### src/hdl/rv_isa_pkg.sv
// RV32I instruction-set encodings shared by the core.
// Import where opcodes, ALU operations or the data word type are needed.
`default_nettype none

package rv_isa_pkg;

	typedef logic [31:0] word_t;
	typedef logic [4:0]  reg_addr_t;

	// fetch address after reset unless the top level overrides it
	localparam word_t RESET_ADDR_DEFAULT = 32'hf000_0000;

	// major opcodes handled by the core, anything else halts
	typedef enum logic [6:0] {
		OPC_LUI      = 7'b0110111,
		OPC_AUIPC    = 7'b0010111,
		OPC_JAL      = 7'b1101111,
		OPC_JALR     = 7'b1100111,
		OPC_BRANCH   = 7'b1100011,
		OPC_LOAD     = 7'b0000011,
		OPC_STORE    = 7'b0100011,
		OPC_OP_IMM   = 7'b0010011,
		OPC_OP       = 7'b0110011,
		OPC_MISC_MEM = 7'b0001111
	} opcode_e;

	// {instr[30], funct3}
	typedef enum logic [3:0] {
		ALU_ADD  = 4'b0000,
		ALU_SUB  = 4'b1000,
		ALU_SLL  = 4'b0001,
		ALU_SLT  = 4'b0010,
		ALU_SLTU = 4'b0011,
		ALU_XOR  = 4'b0100,
		ALU_SRL  = 4'b0101,
		ALU_SRA  = 4'b1101,
		ALU_OR   = 4'b0110,
		ALU_AND  = 4'b0111
	} alu_op_e;

	// funct3[1:0] of loads and stores
	typedef enum logic [1:0] {
		MEM_BYTE = 2'b00,
		MEM_HALF = 2'b01,
		MEM_WORD = 2'b10
	} mem_width_e;

endpackage

`default_nettype wire

### src/hdl/cpu_ctrl_pkg.sv
// Control-path types: phases, mux selects and the per-cycle control word.
// The phase controller builds the control word, the datapath consumes it.
`default_nettype none

package cpu_ctrl_pkg;
	import rv_isa_pkg::*;

	typedef enum logic [2:0] {
		PH_FETCH,
		PH_DECODE,
		PH_EXECUTE,
		PH_MEM_ACCESS,
		PH_MERGE,
		PH_MEM_WAIT,
		PH_WRITEBACK,
		PH_HALT
	} phase_e;

	typedef enum logic {ADDR_PC, ADDR_ALUOUT} addr_sel_e;
	typedef enum logic [1:0] {PC_PLUS4, PC_BRANCH, PC_JAL, PC_JALR} pc_sel_e;
	// A_PC is the address of the instruction being executed
	typedef enum logic {A_RS1, A_PC} a_sel_e;
	typedef enum logic {B_RS2, B_IMM} b_sel_e;
	typedef enum logic [1:0] {WB_ALU, WB_IMM, WB_PC, WB_LOAD} wb_sel_e;
	typedef enum logic {WD_RS2, WD_MERGED} wdata_sel_e;

	typedef struct packed {
		logic       pc_write;
		logic       ir_write;
		logic       mdr_write;
		logic       reg_write;
		logic       mem_rd;
		logic       mem_we;
		addr_sel_e  addr_sel;
		pc_sel_e    pc_sel;
		a_sel_e     a_sel;
		b_sel_e     b_sel;
		wb_sel_e    wb_sel;
		wdata_sel_e wdata_sel;
		alu_op_e    alu_op;
	} ctrl_word_t;

	// decoded bits the controller needs back from the instruction register
	typedef struct packed {
		opcode_e    opcode;
		logic [2:0] funct3;
		logic       bit30;
		logic       branch_taken;
	} instr_fields_t;

endpackage

`default_nettype wire

### src/hdl/alu.sv
// Combinational RV32I ALU.
// The zero flag drives the branch decision in the datapath.
`default_nettype none

module alu import rv_isa_pkg::*; (
	input  alu_op_e op,
	input  word_t   a,
	input  word_t   b,
	output word_t   y,
	output logic    zero
);

	logic [4:0] shamt;

	assign shamt = b[4:0];

	always_comb begin
		case (op)
			ALU_ADD:  y = a + b;
			ALU_SUB:  y = a - b;
			ALU_SLL:  y = a << shamt;
			ALU_SLT:  y = {31'b0, $signed(a) < $signed(b)};
			ALU_SLTU: y = {31'b0, a < b};
			ALU_XOR:  y = a ^ b;
			ALU_SRL:  y = a >> shamt;
			ALU_SRA:  y = $signed(a) >>> shamt;
			ALU_OR:   y = a | b;
			ALU_AND:  y = a & b;
			// illegal funct7 combinations fall back to add
			default:  y = a + b;
		endcase
	end

	assign zero = (y == '0);

endmodule

`default_nettype wire

### src/hdl/datapath.sv
// Datapath of the multicycle core: PC, IR, operand and memory registers.
// Every register moves on the clock edge under the control word.
`default_nettype none

module datapath import rv_isa_pkg::*, cpu_ctrl_pkg::*; #(
	parameter word_t reset_addr = RESET_ADDR_DEFAULT
) (
	input  logic          clk,
	input  logic          rst,
	input  ctrl_word_t    ctrl,
	input  word_t         load_data,
	input  word_t         bus_rdata,
	input  word_t         merged_data,
	output instr_fields_t fields,
	output word_t         mem_addr,
	output word_t         store_data,
	output word_t         rs2_data,
	output logic [1:0]    byte_off
);

	word_t   pc;
	word_t   ir;
	word_t   a_reg;
	word_t   b_reg;
	word_t   alu_out;
	word_t   mdr;
	word_t   mar;
	word_t   rf_rd0;
	word_t   rf_rd1;
	word_t   alu_a;
	word_t   alu_b;
	word_t   alu_y;
	word_t   imm;
	word_t   wb_data;
	word_t   next_pc;
	word_t   addr_full;
	logic    alu_zero;
	opcode_e opcode;

	assign opcode = opcode_e'(ir[6:0]);

	reg_file u_reg_file (
		.clk (clk),
		.ra0 (ir[19:15]),
		.ra1 (ir[24:20]),
		.wa  (ir[11:7]),
		.we  (ctrl.reg_write),
		.wd  (wb_data),
		.rd0 (rf_rd0),
		.rd1 (rf_rd1)
	);

	always_comb begin
		case (opcode)
			OPC_LUI, OPC_AUIPC: imm = {ir[31:12], 12'b0};
			OPC_JAL: imm = {{11{ir[31]}}, ir[31], ir[19:12], ir[20], ir[30:21], 1'b0};
			OPC_BRANCH: imm = {{19{ir[31]}}, ir[31], ir[7], ir[30:25], ir[11:8], 1'b0};
			OPC_STORE: imm = {{20{ir[31]}}, ir[31:25], ir[11:7]};
			default: imm = {{20{ir[31]}}, ir[31:20]};
		endcase
	end

	// mar keeps the fetch address until a data access replaces it
	assign alu_a = (ctrl.a_sel == A_PC) ? mar : a_reg;
	assign alu_b = (ctrl.b_sel == B_IMM) ? imm : b_reg;

	alu u_alu (
		.op   (ctrl.alu_op),
		.a    (alu_a),
		.b    (alu_b),
		.y    (alu_y),
		.zero (alu_zero)
	);

	always_comb begin
		case (ctrl.pc_sel)
			PC_PLUS4: next_pc = pc + 32'd4;
			PC_JALR:  next_pc = alu_out & ~32'd1;
			default:  next_pc = alu_out;
		endcase
		case (ctrl.wb_sel)
			WB_IMM:  wb_data = imm;
			WB_PC:   wb_data = pc;
			WB_LOAD: wb_data = load_data;
			default: wb_data = alu_out;
		endcase
	end

	always_ff @(posedge clk) begin
		if (rst)
			pc <= reset_addr;
		else if (ctrl.pc_write)
			pc <= next_pc;
	end

	always_ff @(posedge clk) begin
		a_reg <= rf_rd0;
		b_reg <= rf_rd1;
		alu_out <= alu_y;
		if (ctrl.ir_write)
			ir <= bus_rdata;
		// read data during the access, merged word otherwise
		if (ctrl.mdr_write)
			mdr <= ctrl.mem_rd ? bus_rdata : merged_data;
		if (ctrl.mem_rd || ctrl.mem_we)
			mar <= addr_full;
	end

	assign addr_full = (ctrl.addr_sel == ADDR_ALUOUT) ? alu_out : pc;
	assign mem_addr = {addr_full[31:2], 2'b00};
	assign byte_off = mar[1:0];
	assign store_data = (ctrl.wdata_sel == WD_RS2) ? b_reg : mdr;
	assign rs2_data = b_reg;

	// taken when the compare result matches the condition, see funct3 bits 0 and 2
	always_comb begin
		fields.opcode = opcode;
		fields.funct3 = ir[14:12];
		fields.bit30 = ir[30];
		fields.branch_taken = alu_zero ^ ir[12] ^ ir[14];
	end

	a_pc_aligned: assert property (@(posedge clk) disable iff (rst) pc[1:0] == 2'b00);

endmodule

`default_nettype wire

### src/hdl/load_store_lanes.sv
// Byte lanes between the datapath and the byte-reversed memory bus.
// Extracts and extends load data, merges SB/SH data into the read word.
`default_nettype none

module load_store_lanes import rv_isa_pkg::*; (
	input  word_t      rdata_bus,
	input  word_t      mdr,
	input  word_t      rs2_data,
	input  logic [1:0] byte_off,
	input  logic [2:0] funct3,
	output word_t      rdata_le,
	output word_t      load_data,
	output word_t      merged_data,
	output word_t      wdata_bus,
	input  word_t      store_word
);

	mem_width_e width;
	logic [7:0]  load_byte;
	logic [15:0] load_half;
	logic        unsigned_ld;

	// lowest address sits in bus bits 31..24
	function automatic word_t swap_bytes(input word_t w);
		swap_bytes = {w[7:0], w[15:8], w[23:16], w[31:24]};
	endfunction

	assign rdata_le = swap_bytes(rdata_bus);
	assign wdata_bus = swap_bytes(store_word);

	assign width = mem_width_e'(funct3[1:0]);
	assign unsigned_ld = funct3[2];
	assign load_byte = mdr[8 * byte_off +: 8];
	assign load_half = byte_off[1] ? mdr[31:16] : mdr[15:0];

	always_comb begin
		case (width)
			MEM_BYTE: load_data = {{24{load_byte[7] & ~unsigned_ld}}, load_byte};
			MEM_HALF: load_data = {{16{load_half[15] & ~unsigned_ld}}, load_half};
			default:  load_data = mdr;
		endcase
	end

	// other lanes keep what the read returned
	always_comb begin
		merged_data = mdr;
		if (width == MEM_HALF)
			merged_data[16 * byte_off[1] +: 16] = rs2_data[15:0];
		else
			merged_data[8 * byte_off +: 8] = rs2_data[7:0];
	end

endmodule

`default_nettype wire

### src/hdl/phase_ctrl.sv
// Phase FSM of the multicycle core, with opcode decode.
// Produces one control word per cycle and stalls on the bus ready.
`default_nettype none

module phase_ctrl import rv_isa_pkg::*, cpu_ctrl_pkg::*; (
	input  logic          clk,
	input  logic          rst,
	input  instr_fields_t fields,
	input  logic          ready,
	output ctrl_word_t    ctrl,
	output logic          halted
);

	phase_e  phase;
	phase_e  phase_n;
	a_sel_e  exec_a;
	b_sel_e  exec_b;
	alu_op_e exec_op;
	alu_op_e cmp_op;
	logic    sub_word;
	logic    is_mem;

	// SB and SH have funct3[1] clear, SW has it set
	assign sub_word = ~fields.funct3[1];
	assign is_mem = (fields.opcode == OPC_LOAD) || (fields.opcode == OPC_STORE);
	// signed or unsigned less-than for BLT/BGE/BLTU/BGEU, equality via subtract
	assign cmp_op = fields.funct3[2] ? alu_op_e'({3'b001, fields.funct3[1]}) : ALU_SUB;

	// ALU setup from EXECUTE on, held so that ALUOut stays valid as bus address
	always_comb begin
		exec_a = A_RS1;
		exec_b = B_IMM;
		exec_op = ALU_ADD;
		case (fields.opcode)
			OPC_OP: begin
				exec_b = B_RS2;
				exec_op = alu_op_e'({fields.bit30, fields.funct3});
			end
			OPC_OP_IMM: begin
				// only SRAI carries bit 30 into the operation
				exec_op = alu_op_e'({fields.bit30 && fields.funct3 == 3'b101, fields.funct3});
			end
			// branch target or AUIPC sum
			OPC_AUIPC, OPC_BRANCH: exec_a = A_PC;
			default: ;
		endcase
	end

	always_comb begin
		ctrl.pc_write = 1'b0;
		ctrl.ir_write = 1'b0;
		ctrl.mdr_write = 1'b0;
		ctrl.reg_write = 1'b0;
		ctrl.mem_rd = 1'b0;
		ctrl.mem_we = 1'b0;
		ctrl.addr_sel = ADDR_PC;
		ctrl.pc_sel = PC_PLUS4;
		ctrl.a_sel = exec_a;
		ctrl.b_sel = exec_b;
		ctrl.wb_sel = WB_ALU;
		ctrl.wdata_sel = WD_MERGED;
		ctrl.alu_op = exec_op;
		case (phase)
			PH_FETCH: begin
				ctrl.mem_rd = 1'b1;
				ctrl.ir_write = ready;
			end
			PH_DECODE: begin
				ctrl.pc_write = 1'b1;
				// jal target from the fetch address
				ctrl.a_sel = A_PC;
				ctrl.b_sel = B_IMM;
				ctrl.alu_op = ALU_ADD;
			end
			PH_MEM_ACCESS: begin
				ctrl.addr_sel = ADDR_ALUOUT;
				if (fields.opcode == OPC_STORE && !sub_word) begin
					ctrl.mem_we = 1'b1;
					ctrl.wdata_sel = WD_RS2;
				end else begin
					// loads, and the read half of SB/SH
					ctrl.mem_rd = 1'b1;
					ctrl.mdr_write = ready;
				end
			end
			PH_MERGE: begin
				ctrl.addr_sel = ADDR_ALUOUT;
				ctrl.mdr_write = 1'b1;
			end
			PH_MEM_WAIT: begin
				ctrl.addr_sel = ADDR_ALUOUT;
				ctrl.mem_we = 1'b1;
			end
			PH_WRITEBACK: begin
				case (fields.opcode)
					OPC_LUI: begin
						ctrl.reg_write = 1'b1;
						ctrl.wb_sel = WB_IMM;
					end
					OPC_JAL, OPC_JALR: begin
						ctrl.reg_write = 1'b1;
						ctrl.wb_sel = WB_PC;
						ctrl.pc_write = 1'b1;
						ctrl.pc_sel = (fields.opcode == OPC_JAL) ? PC_JAL : PC_JALR;
					end
					OPC_BRANCH: begin
						// compare now, ALUOut still holds the target
						ctrl.a_sel = A_RS1;
						ctrl.b_sel = B_RS2;
						ctrl.alu_op = cmp_op;
						ctrl.pc_write = fields.branch_taken;
						ctrl.pc_sel = PC_BRANCH;
					end
					OPC_LOAD: begin
						ctrl.reg_write = 1'b1;
						ctrl.wb_sel = WB_LOAD;
					end
					default: ctrl.reg_write = 1'b1;
				endcase
			end
			default: ;
		endcase
	end

	always_comb begin
		phase_n = phase;
		case (phase)
			PH_FETCH: if (ready) phase_n = PH_DECODE;
			PH_DECODE: begin
				case (fields.opcode)
					OPC_LUI, OPC_JAL: phase_n = PH_WRITEBACK;
					// fence has nothing to order in this core
					OPC_MISC_MEM: phase_n = PH_FETCH;
					OPC_AUIPC, OPC_JALR, OPC_BRANCH, OPC_LOAD,
					OPC_STORE, OPC_OP_IMM, OPC_OP: phase_n = PH_EXECUTE;
					default: phase_n = PH_HALT;
				endcase
			end
			PH_EXECUTE: phase_n = is_mem ? PH_MEM_ACCESS : PH_WRITEBACK;
			PH_MEM_ACCESS: begin
				if (ready) begin
					if (fields.opcode == OPC_LOAD)
						phase_n = PH_WRITEBACK;
					else if (sub_word)
						phase_n = PH_MERGE;
					else
						phase_n = PH_FETCH;
				end
			end
			PH_MERGE: phase_n = PH_MEM_WAIT;
			// merged write completes the store, next comes a fetch
			PH_MEM_WAIT: if (ready) phase_n = PH_FETCH;
			PH_WRITEBACK: phase_n = PH_FETCH;
			default: phase_n = PH_HALT;
		endcase
	end

	always_ff @(posedge clk) begin
		if (rst)
			phase <= PH_FETCH;
		else
			phase <= phase_n;
	end

	assign halted = (phase == PH_HALT);

	a_one_strobe: assert property (@(posedge clk) disable iff (rst)
		!(ctrl.mem_rd && ctrl.mem_we));

	// a bus access without ready keeps the core in its phase
	a_stall_holds: assert property (@(posedge clk) disable iff (rst)
		(ctrl.mem_rd || ctrl.mem_we) && !ready |=> $stable(phase));

endmodule

`default_nettype wire

### src/hdl/reg_file.sv
// 32 x 32 integer register file, two read ports and one write port.
// x0 reads as zero and ignores writes.
`default_nettype none

module reg_file import rv_isa_pkg::*; (
	input  logic      clk,
	input  reg_addr_t ra0,
	input  reg_addr_t ra1,
	input  reg_addr_t wa,
	input  logic      we,
	input  word_t     wd,
	output word_t     rd0,
	output word_t     rd1
);

	word_t regs [32];

	always_ff @(posedge clk) begin
		if (we && wa != '0)
			regs[wa] <= wd;
	end

	// entry 0 is never written, so mask it on read
	assign rd0 = (ra0 == '0) ? '0 : regs[ra0];
	assign rd1 = (ra1 == '0) ? '0 : regs[ra1];

endmodule

`default_nettype wire

### src/hdl/rv32i_multicyc.sv
// Multicycle RV32I core with one byte-reversed 32-bit memory bus.
// Requests hold until ready; halted rises on an unsupported opcode.
`default_nettype none

module rv32i_multicyc import rv_isa_pkg::*, cpu_ctrl_pkg::*; #(
	parameter word_t reset_addr = RESET_ADDR_DEFAULT
) (
	input  logic  clk,
	input  logic  rst,
	output word_t addr,
	output word_t wdata,
	output logic  rd,
	output logic  we,
	output logic  halted,
	input  word_t rdata,
	input  logic  ready
);

	ctrl_word_t    ctrl;
	instr_fields_t fields;
	word_t         rdata_le;
	word_t         load_data;
	word_t         merged_data;
	word_t         store_data;
	word_t         rs2_data;
	logic [1:0]    byte_off;

	phase_ctrl u_phase_ctrl (
		.clk    (clk),
		.rst    (rst),
		.fields (fields),
		.ready  (ready),
		.ctrl   (ctrl),
		.halted (halted)
	);

	datapath #(
		.reset_addr (reset_addr)
	) u_datapath (
		.clk         (clk),
		.rst         (rst),
		.ctrl        (ctrl),
		.load_data   (load_data),
		.bus_rdata   (rdata_le),
		.merged_data (merged_data),
		.fields      (fields),
		.mem_addr    (addr),
		.store_data  (store_data),
		.rs2_data    (rs2_data),
		.byte_off    (byte_off)
	);

	// store_data carries the MDR except while SW drives rs2
	load_store_lanes u_lanes (
		.rdata_bus   (rdata),
		.mdr         (store_data),
		.rs2_data    (rs2_data),
		.byte_off    (byte_off),
		.funct3      (fields.funct3),
		.rdata_le    (rdata_le),
		.load_data   (load_data),
		.merged_data (merged_data),
		.wdata_bus   (wdata),
		.store_word  (store_data)
	);

	assign rd = ctrl.mem_rd;
	assign we = ctrl.mem_we;

endmodule

`default_nettype wire

### config.mk
export PLATFORM = sky130hd
export DESIGN_NAME = rv32i_multicyc
export DESIGN_NICKNAME = d
export VERILOG_FILES = /design/src/hdl/rv_isa_pkg.sv /design/src/hdl/cpu_ctrl_pkg.sv /design/src/hdl/alu.sv /design/src/hdl/datapath.sv /design/src/hdl/load_store_lanes.sv /design/src/hdl/phase_ctrl.sv /design/src/hdl/reg_file.sv /design/src/hdl/rv32i_multicyc.sv
export SDC_FILE = /design/constraint.sdc
export NUM_CORES = 2
export LEC_CHECK = 0
export BUFFER_PORTS_ARGS = -buffer_cell sky130_fd_sc_hd__buf_2
export CAP_MARGIN = 40
export CORE_MARGIN = 4
export CORE_UTILIZATION = 34
export CTS_CLUSTER_SIZE = 25
export DETAILED_ROUTE_END_ITERATION = 16
export PLACE_DENSITY = 0.46
export SETUP_SLACK_MARGIN = 0.1
export SYNTH_ARGS = -nofsm -noshare
export SYNTH_HDL_FRONTEND = slang
export SYNTH_SLANG_ARGS = --single-unit
### constraint.sdc
create_clock -name clk -period 19.6 [get_ports clk]
set_input_delay 2.94 -clock clk [delete_from_list [all_inputs] [get_ports clk]]
set_output_delay 2.94 -clock clk [all_outputs]
set_load 0.01 [all_outputs]
After elaboration in Yosys (flattened, before gate mapping)
Memory sizes are Yosys's and may differ from the RTL's. A register that Yosys moved wholly into a read port is not among the register bits.
Index checks and enable logic that the tools add are counted.

operators by class
  add/sub/neg operators = 5
  $lt $le $gt $ge = 2
  equality and inequality tests = 35
  shift-type cells = 8
  mux-type cells = 50
  bitwise gates (word level) = 8
  reduce and logical (&&, ||, !) cells = 19

operators with widths
  cell                        number
  $pmux W32 S9                1
  $mux W32                    6
  $pmux W32 S2                2
  $pmux W31 S4                1
  $pmux W32 S3                1
  $neg A5 Y34                 2
  $bwmux W32                  2
  $lt A32 B32 Y1              2
  $shift A16 B34 Y32 const A  1
  $shift A8 B34 Y32 const A   1
  $shiftx A16 B34 Y32         1
  $shiftx A8 B34 Y32          1
  $add A32 B3 Y32 const B     1
  $add A32 B32 Y32            1
  $and A32 B32 Y32            1
  $logic_not A32 Y1           1
  $or A32 B32 Y32             1
  $shiftx A32 B6 Y8           1
  $shl A32 B5 Y32             1
  $shr A32 B5 Y32             1
  $sshr A32 B5 Y32            1
  $sub A32 B32 Y32            1
  $xor A32 B32 Y32            1
  $eq A7 B6 Y1 const B        3
  38 further kinds            92

word-level totals
  register bits = 163
  memory bits (writable) = 1024
  output and inout bits = 67
  word-level logic and storage cells = 134
  memories = 1

memory list
  memory                      words  bits a word  rd ports  clocked after Yosys merged registers in  wr ports  RTL line        RTL
  u_datapath.u_reg_file.regs  32     32           2         2                                        1         reg_file.sv:16  word_t regs [32];

Logic depth before layout (Yosys ltp)
  word-level depth = 13
  depth in mapped cells = 31

Cells and area by module
Synthesis repeated with hierarchy kept, for this count alone.

second synthesis, totals
  cells, all modules = 5176
  area total of the unflattened synthesis = 70909.3 um2

by module, submodules not included
  module            instances  cells each  area an instance (um2)
  reg_file          1          2564        47929.7
  datapath          1          850         10324.9
  alu               1          1370        9780.6
  load_store_lanes  1          290         2200.9
  phase_ctrl        1          102         673.1

Worst setup path before layout
OpenSTA, ideal clock, no wires.

  path type = flip-flop to flip-flop
  start point = register u_datapath.ir[3]
  end point = register u_datapath.pc[30]
  setup time = 0.122 ns
  data arrival time = 7.251 ns
  data required time = 19.478 ns
  setup slack = 12.227 ns
  stages on the path, launching flop included = 29
  buffers on the path = 7
  cells stage by stage = edfxtp_1 nand4bb_1 clkbuf_1 or4_1 o22a_1 o21ai_0 clkbuf_1 buf_1 clkbuf_1 buf_1 ha_1 clkbuf_1 and2_1 a221oi_1 a2111oi_0 o2111a_1 o21ai_0 a21oi_1 o21ai_0 a21oi_1 o21ai_0 nand3_1 a211o_1 or4_1 nor3_2 mux2i_1 nand2_1 buf_2 a221o_1

on the way
  longest elaborated chain between the ends = 13
  elaborated cells on any way between the ends = 52

RTL lines
  what                                                 RTL line                                            RTL
  start, declared                                      datapath.sv:22                                      word_t ir;
  start signal, assigned                               datapath.sv:101                                     ir <= bus_rdata;
  $eq A7 B5 Y1 / $eq A7 B7 Y1 (equally long branches)  datapath.sv:54, phase_ctrl.sv:34, phase_ctrl.sv:95
  $reduce_or A2 Y1                                     phase_ctrl.sv:34                                    case (fields.opcode)
  $mux W1                                              phase_ctrl.sv:34
  $mux W2                                              phase_ctrl.sv:95                                    case (fields.opcode)
  $pmux W2 S2                                          phase_ctrl.sv:63                                    case (phase)
  $mux W32                                             datapath.sv:64                                      assign alu_a = (ctrl.a_sel == A_PC) ? mar : a_reg;
  $add A32 B32 Y32, or another cell as far along       alu.sv:19, alu.sv:30
  $pmux W32 S9 (*)                                     alu.sv:18                                           case (op)
  net u_datapath.alu_y[30]                             datapath.sv:32                                      word_t alu_y;
  $logic_not A32 Y1 (*)                                alu.sv:34                                           assign zero = (y == '0);
  $xor A1 B1 Y1 (*) (2 in series)                      datapath.sv:120                                     fields.branch_taken = alu_zero ^ ir[12] ^ ir[14];
  $pmux W1 S2 (*)                                      phase_ctrl.sv:95
  $pmux W1 S2 (*)                                      phase_ctrl.sv:63
  end signal, assigned                                 datapath.sv:91                                      pc <= reset_addr;
  end signal, assigned                                 datapath.sv:93                                      pc <= next_pc;
  end, declared                                        datapath.sv:21                                      word_t pc;

The timed path passes the listed nets; every way through them passes the cells marked *.
A chain may end at the register's enable or synchronous reset.

Final worst setup path
  start point = register u_datapath.ir[6]
  end point = register u_datapath.pc[29]

on the way
  longest elaborated chain between the ends = 13
  elaborated cells on any way between the ends = 52

RTL lines
  what                                                 RTL line
  $eq A7 B5 Y1 / $eq A7 B7 Y1 (equally long branches)  datapath.sv:54, phase_ctrl.sv:34, phase_ctrl.sv:95
  $reduce_or A2 Y1                                     phase_ctrl.sv:34
  $mux W1                                              phase_ctrl.sv:34
  $mux W2                                              phase_ctrl.sv:95
  $pmux W2 S2                                          phase_ctrl.sv:63
  $mux W32                                             datapath.sv:64
  $add A32 B32 Y32, or another cell as far along       alu.sv:19, alu.sv:30
  $pmux W32 S9 (*)                                     alu.sv:18
  net u_datapath.alu_y[0]                              datapath.sv:32
  $logic_not A32 Y1 (*)                                alu.sv:34
  $xor A1 B1 Y1 (*) (2 in series)                      datapath.sv:120
  $pmux W1 S2 (*)                                      phase_ctrl.sv:95
  $pmux W1 S2 (*)                                      phase_ctrl.sv:63

Marked as above.

==> results by group <==
Global route
  • Remaining Overflow, GRT: 0
  • First-pass GRT wire length: 385000 um
  • Initial antenna violation count: 16
  • Number of global-route vias before repair: 46400
  • Pin count of the biggest net entering global routing: 84
  • Total track usage: 0.268

STA
  • Worst Clk Skew: between 0.03 and 0.04 ns
  • Final Cycle Share: 0.490
  • Setup TNS: 0 ns
  • Fin. max-slew vios: 0
  • Final worst setup slack: 9.99 ns
  • Final setup vio count: 0
  • RSZ-0062 raised after global routing: no
  • Final min period: 9.61 ns
  • Hold Violations, Final: 0
  • Measured slew at the worst slew-check pin: 0.965 ns
  • Slew margin rel.: 0.357
  • Fmax achieved: 0.104 GHz

Logic synthesis
  • Main combinational cell family by area after synthesis: multiplexers
  • Mapped cell area: just under 70000 um^2
  • Synth Area in Compound Gates: 0.0975
  • Post-synth EDFFs: between 1000 and 1500
  • Multiplexer share of the synthesized area: 0.248
  • Yosys warning count: 0
  • Synth Area in Simple Gates: 0.0599
  • Main area contributors after synthesis: edfxtp_1, mux4_2, dfxtp_1
  • Adder-cell area share of the yosys netlist: 0.0200
  • XOR/XNOR Fraction of Synth Area: 0.00570
  • Most numerous cell in the Yosys netlist: edfxtp_1
  • Async SR Flop Fraction: 0
  • Synth top cells by count: edfxtp_1, mux4_2, nand2_1
  • Cell variety after synth: 95
  • Flops & latches, synth: about 1300
  • Cells after Synth: 4704
  • Seq/Total Area, Yosys: 0.536
  • Mean post-synth cell area: around 14 um^2
  • Synth area leader: edfxtp_1
  • Synth Flop Type: edfxtp_1
  • Synth top area share: 0.497

Floorplan
  • Die Span X: around 450 um
  • DIE AREA: 206000 um^2
  • Initial Util: 0.342
  • I/O Pins: 102
  • Core region area: 198000 um^2
  • # rows: approximately 160
  • Die height: about 450 um

Setup path
  • Reg2Reg Launch Point: u_datapath.ir[6]
  • Critical-path top delay cell: nand2_1
  • Worst Path Arrival: 10.30 ns
  • Startpoint type of the worst setup path: register
  • Worst r2r dst: u_datapath.pc[29]
  • Setup crit end kind: register
  • Reg2reg path depth: 26
  • Setup CP Type: reg2reg
  • Critical Path RT: 20.29 ns
  • Crit path top cell by count: buf_4
  • CP peak stage delay: a little under 0.7 ns
  • Crit Path Max Fanout: 53
  • Reg2reg setup slack: between 9 and 10 ns
  • Source of the critical timing path: u_datapath.ir[6]

Clock tree
  • Postcts setup bufs: 0
  • Clock transition at the registers of the reported paths: approximately 0.060 ns
  • Clock Tree Root: clkbuf_16
  • Resize count post-CTS: 0
  • CTS H-tree lvls: 4
  • CTS sink cnt: 1251
  • Worst-Skew Late Latency: around 0.8 ns
  • TritonCTS clock tree: yes
  • TritonCTS Buffers: ~140
  • CTS max path bufs: 3
  • Hold buffers post-CTS: 0

Pwr
  • Cell Pwr Density: 153 nW/um^2
  • PnR Total Power: 11900 uW
  • P_leak: roughly 0.026 uW
  • Peak VDD IR: 0.0815 mV

Routing
  • Initial DRC Count: about 5700
  • Post-route ant nets: 0
  • Vias per std cell: between 6 and 7
  • DRC: 0
  • Vias: about 47000
  • Wire length per cell: roughly 37 um
  • DR pass1 iterations: 6
  • Total routed wirelength: 280000 um

Place
  • PortBufs: 99
  • GP Congestion: roughly 0.99
  • DPL Wire Length: ~190000 um
  • Pre-CTS setup slack: ~10 ns
  • Area after DPL: approximately 73000 um^2

Final layout
  • Layout cells sized above 1: 0.275
  • Finished layout cell area: about 78000 um^2
  • Fin util: 0.393
  • Largest register FFs: ~1000
  • Area growth, synth to finish: 14.7%
  • Most flops, register: u_datapath.u_reg_file.regs
  • Nets: slightly below 5000

Hold path
  • Hold Path Origin: u_datapath.pc[1]
  • Hold EP: u_datapath.pc[1]
  • Worst Hold Class: reg2reg
  • Worst hold path depth: 2

Run
  • Max-Cap Viols: 0

Run status
  • Status: complete, no violations
## cells by family (layout without fill, tap and decap cells)
kind of cell	count (synthesis)	in the layout
flip-flops	1251	1251
multiplexers	859	859
AO/OA/AOI/OAI	997	997
other	1	40
XOR/XNOR	44	44
AND/OR/NAND/NOR	901	901
buffers and inverters	544	747
adder cells (fa/ha/maj)	107	107
## placed cells by master, fill, tap and decap left out, types with 45 or more instances in the layout
| master | instances |
|---|---|
| buf_4 | 167 |
| mux4_2 | 644 |
| inv_1 | 151 |
| clkbuf_16 | 145 |
| dfxtp_1 | 131 |
| mux2i_1 | 144 |
| nor2_1 | 272 |
| ha_1 | 105 |
| edfxtp_1 | 1120 |
| nand3_1 | 64 |
| a21oi_1 | 242 |
| nor3_1 | 45 |
| nand2_1 | 314 |
| o22ai_1 | 84 |
| o21ai_0 | 183 |
| mux2_2 | 67 |
| o211ai_1 | 53 |
| buf_2 | 104 |
## stage by stage
stage / cells / hold WS, ns
after CTS: 7579 / 0.492
final: 7586 / 0.495
after floorplan: 4737 / 0.448
after global routing: 7581 / 0.522
after detailed placement: 7316 / 0.484
after global placement: 7252 / 0.479
## where the power goes
group	total, uW	switching [uW]	internal [uW]
Combinational	5280	3510	1770
Sequential	3850	348	3500
Clock	2730	1140	1590
Total	11900	5000	6870
## per-layer routing
metal,track usage,wire length [um]
met1,0.348,111000
met2,0.438,134000
met3,0.0398,18300
met4,0.137,17100
met5,0,36
## cell type report
class / instances / area [um^2]
Fill cell: 18300 / 120000
Timing Repair Buffer: 329 / 3000
Multi-Input combinational cell: 2942 / 29700
Sequential cell: 1251 / 36300
Inverter: 155 / 584
Antenna cell: 6 / 15.0
Clock inverter: 88 / 916
Tap cell: 2640 / 3300
Clock buffer: 175 / 3810
## how the worst max path moves through the flow
| stage | slack [ns] | endpoint |
|---|---|---|
| floorplan | 12.23 | u_datapath.pc[30] |
| global placement | 10.27 | u_datapath.pc[31] |
| detailed placement | 10.07 | u_datapath.pc[29] |
| CTS | 10.04 | u_datapath.pc[29] |
| global route | 9.43 | u_datapath.pc[31] |
| finish | 9.99 | u_datapath.pc[29] |
## worst max-delay path, delay by kind of cell (launching register included)
family,cells,cell delay [ns]
AO/OA/AOI/OAI,12,3.39
flip-flops,1,0.58
buffers and inverters,4,1.56
adder cells (fa/ha/maj),2,0.84
multiplexers,1,0.53
AND/OR/NAND/NOR,7,2.55
Power figures use the tool's default switching activity.
